[config.mk]
export PLATFORM = sky130hd
export DESIGN_NAME = hv_hamming_unit
export DESIGN_NICKNAME = d
export VERILOG_FILES = /design/src/hdc_im_pkg.sv /design/src/hv_hamming_unit.sv
export VERILOG_INCLUDE_DIRS = /design/src
export SDC_FILE = /design/constraint.sdc
export NUM_CORES = 1
export LEC_CHECK = 0
export BUFFER_PORTS_ARGS = -buffer_cell sky130_fd_sc_hd__clkbuf_2
export CORE_AREA = 2 2 108 110
export CTS_BUF_LIST = sky130_fd_sc_hd__clkbuf_16
export CTS_CLUSTER_SIZE = 25
export DETAILED_ROUTE_END_ITERATION = 8
export DIE_AREA = 0 0 110 112
export GPL_ROUTABILITY_DRIVEN = 0
export GPL_TIMING_DRIVEN = 0
export PLACE_DENSITY = 0.84
export SYNTH_ARGS = -nofsm -noshare
export SYNTH_HDL_FRONTEND = slang
export SYNTH_SLANG_ARGS = --single-unit
[constraint.sdc]
create_clock -name clk_i -period 19.5 [get_ports clk_i]
set_clock_uncertainty 0.1 [all_clocks]
set_input_delay 0.975 -clock clk_i [delete_from_list [all_inputs] [get_ports clk_i]]
set_output_delay 0.975 -clock clk_i [all_outputs]
set_load 0.02 [all_outputs]
[src/hdc_im_cfg.svh]
/*
 * HDC item-memory configuration
 * Vector sizes, item counts and the APB register map
 */
`ifndef HDC_IM_CFG_SVH
`define HDC_IM_CFG_SVH

// Vector geometry
`define HDC_HV_DIM      128
`define HDC_SEED_W      32
`define HDC_NUM_SETS    4
`define HDC_PER_SET     8
`define HDC_NUM_ITEMS   32
`define HDC_IDX_W       5
// CA90 shift between neighbouring items of a set
`define HDC_IM_PERM     7
`define HDC_DIST_W      8

// --------------------------------------------------------------------------
// APB register offsets
// --------------------------------------------------------------------------
`define HDC_REG_SEED     8'h00
`define HDC_REG_QUERY    8'h10
`define HDC_REG_BIND_CMD 8'h20
`define HDC_REG_HAM_CMD  8'h24
`define HDC_REG_STATUS   8'h28
`define HDC_REG_HAM_DIST 8'h2C
`define HDC_REG_BIND_RES 8'h30

`endif

[src/hdc_im_pkg.sv]
/*
 * HDC item-memory package
 * Unit FSM states, port and APB structs, CA90 step
 */
`include "hdc_im_cfg.svh"

package hdc_im_pkg;

  // Compute-unit FSM, Hamming unit skips FETCH_B
  typedef enum logic [1:0] {
    IDLE,
    FETCH_A,
    FETCH_B,
    DONE
  } unit_state_e;

  // Item-memory read request
  typedef struct packed {
    logic                  valid;
    logic [`HDC_IDX_W-1:0] idx;
  } im_req_t;

  // Item-memory read response
  typedef struct packed {
    logic                   valid;
    logic [`HDC_HV_DIM-1:0] data;
  } im_rsp_t;

  // APB master to slave
  typedef struct packed {
    logic        psel;
    logic        penable;
    logic        pwrite;
    logic [7:0]  paddr;
    logic [31:0] pwdata;
  } apb_req_t;

  // APB slave to master
  typedef struct packed {
    logic [31:0] prdata;
    logic        pready;
    logic        pslverr;
  } apb_rsp_t;

  // --------------------------------------------------------------------------
  // CA90 step on the low width bits of vec
  // --------------------------------------------------------------------------
  function automatic logic [`HDC_HV_DIM-1:0] ca90_step(
    input logic [`HDC_HV_DIM-1:0] vec,
    input int unsigned            width,
    input int unsigned            shift
  );
    logic [`HDC_HV_DIM-1:0] res;
    res = '0;
    for (int unsigned k = 0; k < `HDC_HV_DIM; k++) begin
      // Bits above width stay zero
      if (k < width) begin
        res[k] = vec[(k + shift) % width] ^ vec[(k + width - shift) % width];
      end
    end
    return res;
  endfunction

endpackage

[src/hv_hamming_unit.sv]
/*
 * Hamming unit
 * Fetches one item and counts the bits that differ from the query
 */
`timescale 1ns/1ps
`include "hdc_im_cfg.svh"

module hv_hamming_unit (
  input  logic                   clk_i,
  input  logic                   rst_i,
  input  logic                   start_i,
  input  logic [`HDC_IDX_W-1:0]  idx_i,
  input  logic [`HDC_HV_DIM-1:0] query_i,
  output hdc_im_pkg::im_req_t    req_o,
  input  logic                   gnt_i,
  input  hdc_im_pkg::im_rsp_t    rsp_i,
  output logic                   finish_o,
  output logic [`HDC_DIST_W-1:0] dist_o
);
  import hdc_im_pkg::*;

  unit_state_e            state_q;
  logic [`HDC_IDX_W-1:0]  idx_q;
  logic [`HDC_DIST_W-1:0] dist_q;
  logic                   finish_q;
  logic [`HDC_HV_DIM-1:0] diff;
  logic [`HDC_DIST_W-1:0] ones;

  // Request goes out in the start cycle already
  // held in FETCH_A if the port was busy
  always_comb begin
    req_o.valid = (state_q == IDLE && start_i) || (state_q == FETCH_A);
    req_o.idx   = (state_q == IDLE) ? idx_i : idx_q;
  end

  // Popcount of item XOR query
  always_comb begin
    diff = rsp_i.data ^ query_i;
    ones = '0;
    for (int k = 0; k < `HDC_HV_DIM; k++) begin
      ones = ones + {{(`HDC_DIST_W-1){1'b0}}, diff[k]};
    end
  end

  // --------------------------------------------------------------------------
  // Control FSM
  // --------------------------------------------------------------------------
  always_ff @(posedge clk_i) begin
    if (rst_i) begin
      state_q  <= IDLE;
      finish_q <= 1'b0;
    end else begin
      finish_q <= 1'b0;
      case (state_q)
        IDLE: begin
          if (start_i) begin
            state_q <= gnt_i ? DONE : FETCH_A;
          end
        end
        FETCH_A: begin
          if (gnt_i) begin
            state_q <= DONE;
          end
        end
        DONE: begin
          if (rsp_i.valid) begin
            state_q  <= IDLE;
            finish_q <= 1'b1;
          end
        end
        default: state_q <= IDLE;
      endcase
    end
  end

  // Index and count registers
  always_ff @(posedge clk_i) begin
    if (state_q == IDLE && start_i) begin
      idx_q <= idx_i;
    end
    if (state_q == DONE && rsp_i.valid) begin
      dist_q <= ones;
    end
  end

  assign finish_o = finish_q;
  assign dist_o   = dist_q;

endmodule

======== Word level (Yosys, flattened, before mapping) ========
Cells that the tools add are included.
word-level totals
  register bits ........................... 16
  bits in latches ......................... 0
  RAM bits ................................ 0
  bits in read-only memories .............. 0
  input port bits ......................... 266
  output and inout bits ................... 15
  logic and storage cells ................. 151
  memories ................................ 0
operators by class
  add/sub/neg operators ................... 127
  multipliers ............................. 0
  divide/modulo/power cells ............... 0
  magnitude comparators ................... 0
  equal/unequal tests ..................... 5
  shifts and indexed selects .............. 0
  mux-type cells .......................... 7
  bitwise logic cells ..................... 2
  reductions and logical operators ........ 6
operator list
  cell                  count
  $add A8 B1 Y8         120
  $xor A128 B128 Y128   1
  $add A7 B1 Y8         1
  $mux W2               4
  $add A6 B1 Y7         1
  $add A5 B1 Y6         1
  $ne A2 B2 Y1 const B  3
  $pmux W2 S3           1
  $add A4 B1 Y5         1
  $mux W5               1
  $add A3 B1 Y4         1
  $add A2 B1 Y3         1
  $reduce_and A3 Y1     1
  $add A1 B1 Y2         1
  $eq A2 B1 Y1 const B  1
  $eq A2 B2 Y1 const B  1
  $logic_and A1 B1 Y1   2
  $logic_not A2 Y1      1
  $reduce_or A2 Y1      1
  $logic_or A1 B1 Y1    1
  $mux W1               1
  $not A1 Y1            1

======== Depth between registers and ports, before layout ========
Gate-level depths: netlist of run 1.
  depth after elaboration ................. 128
  mapped depth ............................ 25
  depth with buffers taken out ............ 25

======== Least setup slack after synthesis of run 1 ========
No wires, ideal clock.
  kind .................................... input to register
  from .................................... input rsp_i[99] (netlist name)
  to ...................................... register dist_q[6], in the netlist dist_o[6], data pin
  library setup time ...................... 0.258 ns
  arrival time ............................ 7.524 ns
  setup slack ............................. 11.618 ns
  stages on the path ...................... 24
  buffers on the path ..................... 0
  cell sequence ........................... xnor2_1 > fa_1 > inv_1 > fa_1 > inv_1 > fa_1 > inv_1 > fa_1 > inv_1 > fa_1 > inv_1 > fa_1 > inv_1 > fa_1 > fa_1 > fa_1 > fa_1 > inv_1 > ha_1 > fa_1 > a211oi_1 > o21bai_1 > a21oi_1 > xnor2_1
on the way
  cells in the longest elaborated chain, start to end .. 30
ends and longest elaborated chain
  item                         RTL line               RTL
  start, declared              hv_hamming_unit.sv:16  input hdc_im_pkg::im_rsp_t rsp_i,
  $xor A128 B128 Y128          hv_hamming_unit.sv:38  diff = rsp_i.data ^ query_i;
  $add A8 B1 Y8 (29 in a row)  hv_hamming_unit.sv:41  ones = ones + {{(`HDC_DIST_W-1){1'b0}}, diff[k]};
  net ones[6]                  hv_hamming_unit.sv:27  logic [`HDC_DIST_W-1:0] ones;
  end signal, assigned         hv_hamming_unit.sv:82  dist_q <= ones;
  end, declared                hv_hamming_unit.sv:24  logic [`HDC_DIST_W-1:0] dist_q;
The timed path passes the listed nets, and every way through them passes these cells.
A chain may end at the register's enable or synchronous reset.

======== Worst setup path in the final report of run 1 ========
Same ends and word-level chain as after synthesis.

==> results.md, run 1 <==
| Parameter | Value | Unit |
|:---|:---|:---|
| Crit-path leading delay family | adder cells | - |
| Final net count | 1130 | - |
| Crit path time final | 8.022 | ns |
| Area Overhead vs Synth | 33.94 | % |
| Critical path peak fanout | 3 | - |
| Reg2Reg Launch Point | state_q[1] | - |
| CTS tree | built | - |
| Share of the yosys chip area belonging to registers | 0.09214 | - |
| Max stage delay cell, worst path | sky130_fd_sc_hd__fa_1 | - |
| Share of final-layout standard cells stronger than drive strength 1 | 0.4011 | - |
| Clock-pin slew reported for the worst setup and hold paths after clock tree synthesis | 0.05 | ns |
| Number of violations of the max-capacitance limit | 0 | - |
| Most common cell after layout, fill and taps aside | sky130_fd_sc_hd__clkbuf_2 | - |
| Most repeated library cell on the critical path | sky130_fd_sc_hd__fa_1 | - |
| Ranking of synthesized cells by area | sky130_fd_sc_hd__fa_1, sky130_fd_sc_hd__xnor2_1, sky130_fd_sc_hd__inv_1 | - |
| Total of flip-flops plus latches after synthesis | 16 | - |
| Die Footprint | 12320 | um2 |
| Clock tree root driver cell | sky130_fd_sc_hd__clkbuf_16 | - |
| Endpoint kind of the worst setup timing path | flip-flop | - |
| Quantity of hold-fixing buffers added after cts | 0 | - |
| Die extent in x | 110 | um |
| Input/output buffers | 280 | - |
| Vias in the first global route | 4179 | - |
| Post-Synthesis Cells | 439 | - |
| RSZ-0062 raised after global routing | no | - |
| Multi-input gate area in the final layout | 3991 | um2 |
| Detailed Place HPWL | 10160 | um |
| Synthesized area divided by synthesized cell count | 11.14 | um2 |
| Vias per cell | 4.324 | - |
| Final routed wire length divided by cell count | 11.77 | um |
| Final antenna diode count | 0 | - |
| Required time at the worst-slack endpoint | 19.40 | ns |
| Status | finished clean | - |
| Worst path bufs/invs | 8 | - |
| Commonest non-fill, non-tap cells in the layout | sky130_fd_sc_hd__clkbuf_2, sky130_fd_sc_hd__inv_1, sky130_fd_sc_hd__fa_1 | - |
| Share of the synthesized area in the top cell type | 0.4709 | - |
| Worst-skew pair later-pin latency | 0.25 | ns |
| Final period utilization | 0.4114 | - |
| Aggregate routed wire length | 10190 | um |
| Number of vias after detailed routing | 3745 | - |
| Maximum clock frequency | 124.7 | MHz |
| Total global-route track usage | 0.1730 | - |
| Total grt overflow | 0 | - |
| TNS Setup | 0 | ns |
| Initial core utilization | 0.4375 | - |
| Core Region | 11170 | um2 |
| First-pass detailed-route iteration total | 4 | - |
| Ys Warns | 0 | - |
| Count of filler cells inserted in the layout | 978 | - |
| Number of antenna violations at the first check in global routing | 0 | - |
| Category of the worst setup path launch point | input pin | - |
| Detail Route Antenna Nets | 0 | - |
| Number of endpoints with negative hold slack in the final report | 0 | - |
| Pin count of the biggest net entering global routing | 10 | - |
| Max-slew violations | 0 | - |
| Hold wc startpoint | state_q[0] | - |
| I/O Pins | 281 | - |
| Number of buffers added by the clock tree synthesis step | 3 | - |
| Post-cts gate resize count | 0 | - |
| Post-CTS repair timing setup buffer count | 0 | - |
| Transition time of the tightest slew-check pin | 0.4573 | ns |
| Relative slew margins | 0.6940 | - |
| Class of the most critical hold timing path | reg -> reg | - |
| Synthesized cell area | 4888 | um2 |
| Synthesized netlist net count | 845 | - |
| Die outline height | 112 | um |
| Launching element of the worst setup path | rsp_i[99] | - |
| Number of H-tree branching levels | 1 | - |
| Type of the worst setup path | in -> reg | - |
| Core Rows | 39 | - |
| Register area | 450.4 | um2 |
| Distinct cell type count of the synthesized netlist | 22 | - |
| Clock tree sinks | 16 | - |
| Global-route wire length before repair | 16950 | um |
| Number of failing setup endpoints in the final timing report | 0 | - |
| Max clock buf depth | 2 | - |
| Highest cell delay on the worst timing path | 0.56 | ns |
| Arrival time worst endpoint | 7.92 | ns |
| Synth area leader | sky130_fd_sc_hd__fa_1 | - |
| Number of violations reported at the end of detailed-routing iteration 0 | 44 | - |
| Remaining routing DRC violations | 0 | - |
-- cells in the mapped netlist --
master,n
sky130_fd_sc_hd__a21o_1,3
sky130_fd_sc_hd__a31o_1,1
sky130_fd_sc_hd__edfxtp_1,13
sky130_fd_sc_hd__a211oi_1,1
sky130_fd_sc_hd__nor2_1,4
sky130_fd_sc_hd__a21oi_1,5
sky130_fd_sc_hd__ha_1,25
sky130_fd_sc_hd__o21ai_0,2
sky130_fd_sc_hd__dfxtp_1,3
sky130_fd_sc_hd__fa_1,115
sky130_fd_sc_hd__nand3_1,1
sky130_fd_sc_hd__o21ai_1,1
sky130_fd_sc_hd__mux2_2,6
sky130_fd_sc_hd__xnor2_1,93
sky130_fd_sc_hd__o21bai_1,1
sky130_fd_sc_hd__nand2b_1,1
sky130_fd_sc_hd__or2_2,1
sky130_fd_sc_hd__xor2_1,40
sky130_fd_sc_hd__and2_1,1
sky130_fd_sc_hd__and3_1,1
sky130_fd_sc_hd__inv_1,119
sky130_fd_sc_hd__nor2b_1,2
-- per-stage QoR --
stage | instances | cell area (um2) | hold WS, ns | setup WS (ns) | utilization
finish | 866 | 6548 | 0.4302 | 11.48 | 0.5859
global route | 866 | 6548 | 0.4747 | 11.20 | 0.5859
floorplan | 439 | 4888 | 0.3923 | 11.62 | -
global placement | 862 | 6469 | 0.4207 | 11.29 | 0.5789
CTS | 866 | 6548 | 0.4289 | 11.43 | 0.5859
detailed placement | 862 | 6469 | 0.4181 | 11.19 | 0.5789
-- kinds of logic after synthesis --
logic type	after synthesis	share of synthesized area
AO/OA/AOI/OAI	14	0.01766
XOR/XNOR	133	0.2383
adder cells (fa/ha/maj)	140	0.5349
buffers and inverters	119	0.09137
flip-flops	16	0.09214
multiplexers	6	0.01382
AND/OR/NAND/NOR	11	0.01177
-- registers in the layout, indices dropped and copies added, names as in the netlist --
| name | cells |
|---|---|
| state_q | 2 |
| dist_o | 8 |
| idx_q | 5 |
| finish_o | 1 |
-- routing by layer --
metal	vias to the layer above	track usage	share of wire
met2	150	0.3497	0.57
met3	16	0.01171	0.058
met4	0	0.03966	0.016
met1	1751	0.1894	0.35
met5	-	0	0
li1	1828	-	-
-- cell type report --
cell class,instances,share of cell area
Clock buffer,3,0.01147
Clock inverter,1,0.0005733
Inverter,119,0.06822
Multi-Input combinational cell,304,0.6096
Sequential cell,16,0.06879
Tap cell,143,0.02733
Timing Repair Buffer,280,0.2140
-- final timing paths --
kind,endpoint,depth (start not counted),slack [ns]
worst min register to register,state_q[0],2,0.43
worst min-delay path,state_q[0],2,0.43
worst max register to register,idx_q[4],2,18.04
worst max-delay path,dist_o[6],25,11.48
-- worst reg2reg max path, delay by kind of cell (launching register included) --
family | cells | cell delay (ns)
AND/OR/NAND/NOR | 2 | 0.72
flip-flops | 1 | 0.33
Power of run 1 is not shown: default switching activity piles up to over one toggle a cycle in this logic, so the estimate is an artifact.
==> run 2: changes to the inputs <==
--- a/config.mk
+++ b/config.mk
@@ -7,11 +7,11 @@
 export NUM_CORES = 1
 export LEC_CHECK = 0
 export BUFFER_PORTS_ARGS = -buffer_cell sky130_fd_sc_hd__clkbuf_2
-export CORE_AREA = 2 2 108 110
+export CORE_MARGIN = 2
+export CORE_UTILIZATION = 42
 export CTS_BUF_LIST = sky130_fd_sc_hd__clkbuf_16
 export CTS_CLUSTER_SIZE = 25
 export DETAILED_ROUTE_END_ITERATION = 8
-export DIE_AREA = 0 0 110 112
 export GPL_ROUTABILITY_DRIVEN = 0
 export GPL_TIMING_DRIVEN = 0
 export PLACE_DENSITY = 0.84
==> constraint.sdc (replaced) <==
create_clock -name clk_i -period 7.1 [get_ports clk_i]
set_clock_uncertainty 0.1 [all_clocks]
set_input_delay 0.355 -clock clk_i [delete_from_list [all_inputs] [get_ports clk_i]]
set_output_delay 0.355 -clock clk_i [all_outputs]
set_load 0.02 [all_outputs]
==> results.md, run 2 (same netlist as run 1, synthesis figures left out) <==
| Parameter | Value | Unit |
|:---|:---|:---|
| Status | finished clean | - |
| Instance count after placement with tap cells included | 862 | - |
| Relative slew margins | 0.7254 | - |
| Endpoint kind of the worst setup timing path | flip-flop | - |
| Hold wc startpoint | rst_i | - |
| Remaining routing DRC violations | 0 | - |
| Final antenna diode count | 0 | - |
| Vias per cell | 4.341 | - |
| Core Rows | 39 | - |
| Detail Route Antenna Nets | 0 | - |
| CTS tree | built | - |
| Vias in the first global route | 4131 | - |
| First-pass detailed-route iteration total | 4 | - |
| Core Region | 11370 | um2 |
| Arrival time worst endpoint | 6.96 | ns |
| Category of the worst setup path launch point | input pin | - |
| Max clock buf depth | 2 | - |
| Final routed wire length divided by cell count | 12.33 | um |
| Number of failing setup endpoints in the final timing report | 0 | - |
| Aggregate routed wire length | 10690 | um |
| Global-route wire length before repair | 17480 | um |
| Final period utilization | 0.9945 | - |
| Most common cell after layout, fill and taps aside | sky130_fd_sc_hd__clkbuf_2 | - |
| Number of vias after detailed routing | 3764 | - |
| I/O Pins | 281 | - |
| Area Overhead vs Synth | 36.60 | % |
| Die extent in x | 111.9 | um |
| Number of endpoints with negative hold slack in the final report | 0 | - |
| Max-slew violations | 0 | - |
| Multi-input gate area in the final layout | 4114 | um2 |
| Quantity of hold-fixing buffers added after cts | 0 | - |
| Register area | 450.4 | um2 |
| Number of H-tree branching levels | 1 | - |
| Commonest non-fill, non-tap cells in the layout | sky130_fd_sc_hd__clkbuf_2, sky130_fd_sc_hd__inv_1, sky130_fd_sc_hd__fa_1 | - |
| Worst-skew pair later-pin latency | 0.24 | ns |
| Launching element of the worst setup path | rsp_i[89] | - |
| Total grt overflow | 0 | - |
| Total global-route track usage | 0.1733 | - |
| Clock tree root driver cell | sky130_fd_sc_hd__clkbuf_16 | - |
| Maximum clock frequency | 141.6 | MHz |
| Input/output buffers | 280 | - |
| Worst path bufs/invs | 9 | - |
| Count of filler cells inserted in the layout | 992 | - |
| RSZ-0062 raised after global routing | yes | - |
| Layout Utilization | 0.5873 | - |
| Die Footprint | 12520 | um2 |
| Number of violations reported at the end of detailed-routing iteration 0 | 66 | - |
| Required time at the worst-slack endpoint | 7.00 | ns |
| Pin count of the biggest net entering global routing | 10 | - |
| Initial core utilization | 0.4300 | - |
| Max stage delay cell, worst path | sky130_fd_sc_hd__fa_1 | - |
| Class of the most critical hold timing path | in -> reg | - |
| Number of violations of the max-capacitance limit | 0 | - |
| Highest cell delay on the worst timing path | 0.56 | ns |
| Number of buffers added by the clock tree synthesis step | 3 | - |
| Final non-filler cell total | 867 | - |
| Crit path time final | 7.061 | ns |
| Critical path peak fanout | 2 | - |
| Largest register FFs | 8 | - |
| Transition time of the tightest slew-check pin | 0.4119 | ns |
| Hold WS | 0.2058 | ns |
| TNS Setup | 0 | ns |
| Crit-path leading delay family | adder cells | - |
| Clock-pin slew reported for the worst setup and hold paths after clock tree synthesis | 0.05 | ns |
| Number of antenna violations at the first check in global routing | 0 | - |
| Detailed Place HPWL | 10440 | um |
| Die outline height | 111.9 | um |
| Share of final-layout standard cells stronger than drive strength 1 | 0.4392 | - |
| Clock tree sinks | 16 | - |
| Reg2Reg Launch Point | state_q[1] | - |
| Most repeated library cell on the critical path | sky130_fd_sc_hd__fa_1 | - |
| Type of the worst setup path | in -> reg | - |
| Final net count | 1131 | - |
## run 2: stage by stage
step	area, um2	worst slack (ns)
5_1_grt	6678	-0.1859
3_5_place_dp	6494	-0.5012
6_report	6678	0.03906
4_1_cts	6598	-0.008124
3_3_place_gp	6494	-0.3388
2_1_floorplan	4913	0.01140
## run 2: final timing paths
| kind | end | slack [ns] | depth (start not counted) |
|---|---|---|---|
| setup / recovery | dist_o[4] | 0.04 | 25 |
| hold / removal | state_q[0] | 0.21 | 2 |
| setup reg to reg | idx_q[0] | 5.70 | 2 |
| hold reg to reg | state_q[0] | 0.44 | 2 |
## run 2: layer usage
metal | track usage | part of all wire | wire length [um] | vias up
met5 | 0 | 0 | 0 | -
met4 | 0.03210 | 0.010 | 112 | 0
met3 | 0.01796 | 0.062 | 662 | 10
met2 | 0.3531 | 0.59 | 6309 | 161
met1 | 0.1933 | 0.34 | 3601 | 1763
li1 | - | - | - | 1830
## run 2: what timing repair did
item / 4_1_cts / 5_1_grt
gates cloned: 0 / 0
resized for setup: 5 / 18
setup endpoints to repair: 2 / 5
endpoints found under the hold margin: 0 / 0
buffers inserted: 0 / 1
pin swaps: 14 / 8
## run 2: layout make-up
class | count | area share
clock buffers | 3 | 0.01124
clock inverters | 1 | 0.0005621
inverters | 119 | 0.06689
multi-input cells | 304 | 0.6161
flip-flops and latches | 16 | 0.06745
well taps | 143 | 0.02679
repair buffers | 281 | 0.2110
Power of run 2 is left out for the same reason.
==> run 3: changes to the inputs <==
==> config.mk (replaced) <==
export PLATFORM = sky130hd
export DESIGN_NAME = hv_hamming_unit
export DESIGN_NICKNAME = d
export VERILOG_FILES = /design/src/hdc_im_pkg.sv /design/src/hv_hamming_unit.sv
export VERILOG_INCLUDE_DIRS = /design/src
export SDC_FILE = /design/constraint.sdc
export NUM_CORES = 1
export LEC_CHECK = 0
export CORE_AREA = 2 2 110 112
export CTS_BUF_LIST = sky130_fd_sc_hd__clkbuf_16
export CTS_CLUSTER_SIZE = 25
export DETAILED_ROUTE_END_ITERATION = 8
export DIE_AREA = 0 0 112 114
export DONT_BUFFER_PORTS = 1
export GPL_ROUTABILITY_DRIVEN = 0
export GPL_TIMING_DRIVEN = 0
export PLACE_DENSITY = 0.63
export SYNTH_ARGS = -nofsm -noshare
export SYNTH_HDL_FRONTEND = slang
export SYNTH_SLANG_ARGS = --single-unit
==> results.md, run 3 (same netlist as run 1, synthesis figures left out) <==
| Parameter | Value | Unit |
|:---|:---|:---|
| Clock-pin slew reported for the worst setup and hold paths after clock tree synthesis | 0.04 | ns |
| Final routed wire length divided by cell count | 15.09 | um |
| Core Rows | 40 | - |
| Final non-filler cell total | 591 | - |
| Clock tree root driver cell | sky130_fd_sc_hd__clkbuf_16 | - |
| Final period utilization | 0.9864 | - |
| Maximum clock frequency | 142.8 | MHz |
| Instance count after placement with tap cells included | 586 | - |
| Commonest non-fill, non-tap cells in the layout | sky130_fd_sc_hd__inv_1, sky130_fd_sc_hd__fa_1, sky130_fd_sc_hd__xnor2_1 | - |
| Most common cell after layout, fill and taps aside | sky130_fd_sc_hd__inv_1 | - |
| Initial core utilization | 0.4174 | - |
| Worst path bufs/invs | 3 | - |
| Number of buffers added by the clock tree synthesis step | 3 | - |
| TNS Setup | 0 | ns |
| Number of vias after detailed routing | 2774 | - |
| Vias per cell | 4.694 | - |
| Area Overhead vs Synth | 7.141 | % |
| Highest cell delay on the worst timing path | 0.62 | ns |
| Global-route wire length before repair | 14060 | um |
| RSZ-0062 raised after global routing | yes | - |
| Relative slew margins | 0.7005 | - |
| Number of antenna violations at the first check in global routing | 0 | - |
| Crit-path leading delay family | adder cells | - |
| Pin count of the biggest net entering global routing | 10 | - |
| Number of violations of the max-capacitance limit | 0 | - |
| Category of the worst setup path launch point | input pin | - |
| Transition time of the tightest slew-check pin | 0.4476 | ns |
| CTS tree | built | - |
| Max clock buf depth | 2 | - |
| Share of final-layout standard cells stronger than drive strength 1 | 0.05856 | - |
| Arrival time worst endpoint | 6.89 | ns |
| Cells traversed along the worst timing path | xnor2_1 > fa_1 > inv_1 > fa_1 > inv_1 > fa_1 > fa_1 > fa_2 > fa_1 > fa_1 > fa_1 > fa_1 > fa_1 > inv_1 > ha_2 > fa_2 > a211oi_2 > o21bai_1 > a21oi_1 > xnor2_1 | - |
| Worst-skew pair later-pin latency | 0.24 | ns |
| Critical path peak fanout | 3 | - |
| Die outline height | 114 | um |
| Largest register FFs | 8 | - |
| Setup WS pre-CTS | -0.4544 | ns |
| I/O Pins | 281 | - |
| Number of violations reported at the end of detailed-routing iteration 0 | 39 | - |
| Clock tree sinks | 16 | - |
| Total global-route track usage | 0.1367 | - |
| Total grt overflow | 0 | - |
| Endpoint kind of the worst setup timing path | flip-flop | - |
| Detailed Place HPWL | 8828 | um |
| Number of failing setup endpoints in the final timing report | 0 | - |
| Crit path time final | 7.003 | ns |
| Vias in the first global route | 3249 | - |
| Final worst setup slack | 0.09677 | ns |
| Final antenna diode count | 0 | - |
| Remaining routing DRC violations | 0 | - |
| Detail Route Antenna Nets | 0 | - |
| Max-slew violations | 0 | - |
| Number of endpoints with negative hold slack in the final report | 0 | - |
| Input/output buffers | 0 | - |
| Status | finished clean | - |
| Aggregate routed wire length | 8916 | um |
| Class of the most critical hold timing path | in -> reg | - |
| Die Footprint | 12770 | um2 |
| Core Region | 11710 | um2 |
| Die extent in x | 112 | um |
| First-pass detailed-route iteration total | 4 | - |
| Type of the worst setup path | in -> reg | - |
| Final net count | 851 | - |
| Most repeated library cell on the critical path | sky130_fd_sc_hd__fa_1 | - |
| Required time at the worst-slack endpoint | 6.98 | ns |
| Count of filler cells inserted in the layout | 1110 | - |
| Max stage delay cell, worst path | sky130_fd_sc_hd__fa_1 | - |
| Number of H-tree branching levels | 1 | - |
## run 3: worst register-to-register path, cell delays in order, from the launching register on
cell and delay, ns:
sky130_fd_sc_hd__dfxtp_1 0.32, sky130_fd_sc_hd__nor2_1 0.38, sky130_fd_sc_hd__and2_1 0.31
## run 3: repair_timing
action	in CTS	in global routing
hold buffers	0	0
gates resized for setup	2	8
buffers inserted	0	1
pin swaps	7	11
setup endpoints to repair	2	5
hold endpoints to repair	0	0
## run 3: metal layers
layer | vias up | share of wire | GRT usage
met4 | 0 | 0.010 | 0.02033
met3 | 10 | 0.071 | 0.02019
met5 | - | 0 | 0
li1 | 1272 | - | -
met1 | 1344 | 0.32 | 0.1432
met2 | 148 | 0.60 | 0.2897
## run 3: final cells by class
type	instances	area, um2	share of cell area
multi-input combinational	304	4070	0.7771
sequential	16	450.4	0.08600
inverter	119	446.7	0.08528
tap	147	183.9	0.03512
clock buffer	3	75.07	0.01433
timing repair buffer	1	7.507	0.001433
clock inverter	1	3.754	0.0007167
## run 3: per-stage QoR
| stage | util | hold WS [ns] | area (um2) |
|---|---|---|---|
| finish | 0.4472 | 0.07982 | 5238 |
| global route | 0.4472 | 0.07294 | 5238 |
| CTS | 0.4428 | 0.07552 | 5186 |
| detailed placement | 0.4353 | 0.3278 | 5097 |
| global placement | 0.4353 | 0.3264 | 5097 |
| floorplan | - | 0.3241 | 4913 |
## run 3: final timing paths
path / startpoint / to / slack (ns) / depth (start not counted)
max: rsp_i[51] / dist_o[6] / 0.1 / 20
min: rst_i / state_q[0] / 0.08 / 1
max reg2reg: state_q[1] / idx_q[0] / 5.68 / 2
min reg2reg: state_q[0] / state_q[0] / 0.42 / 2
Power of run 3 is left out for the same reason.
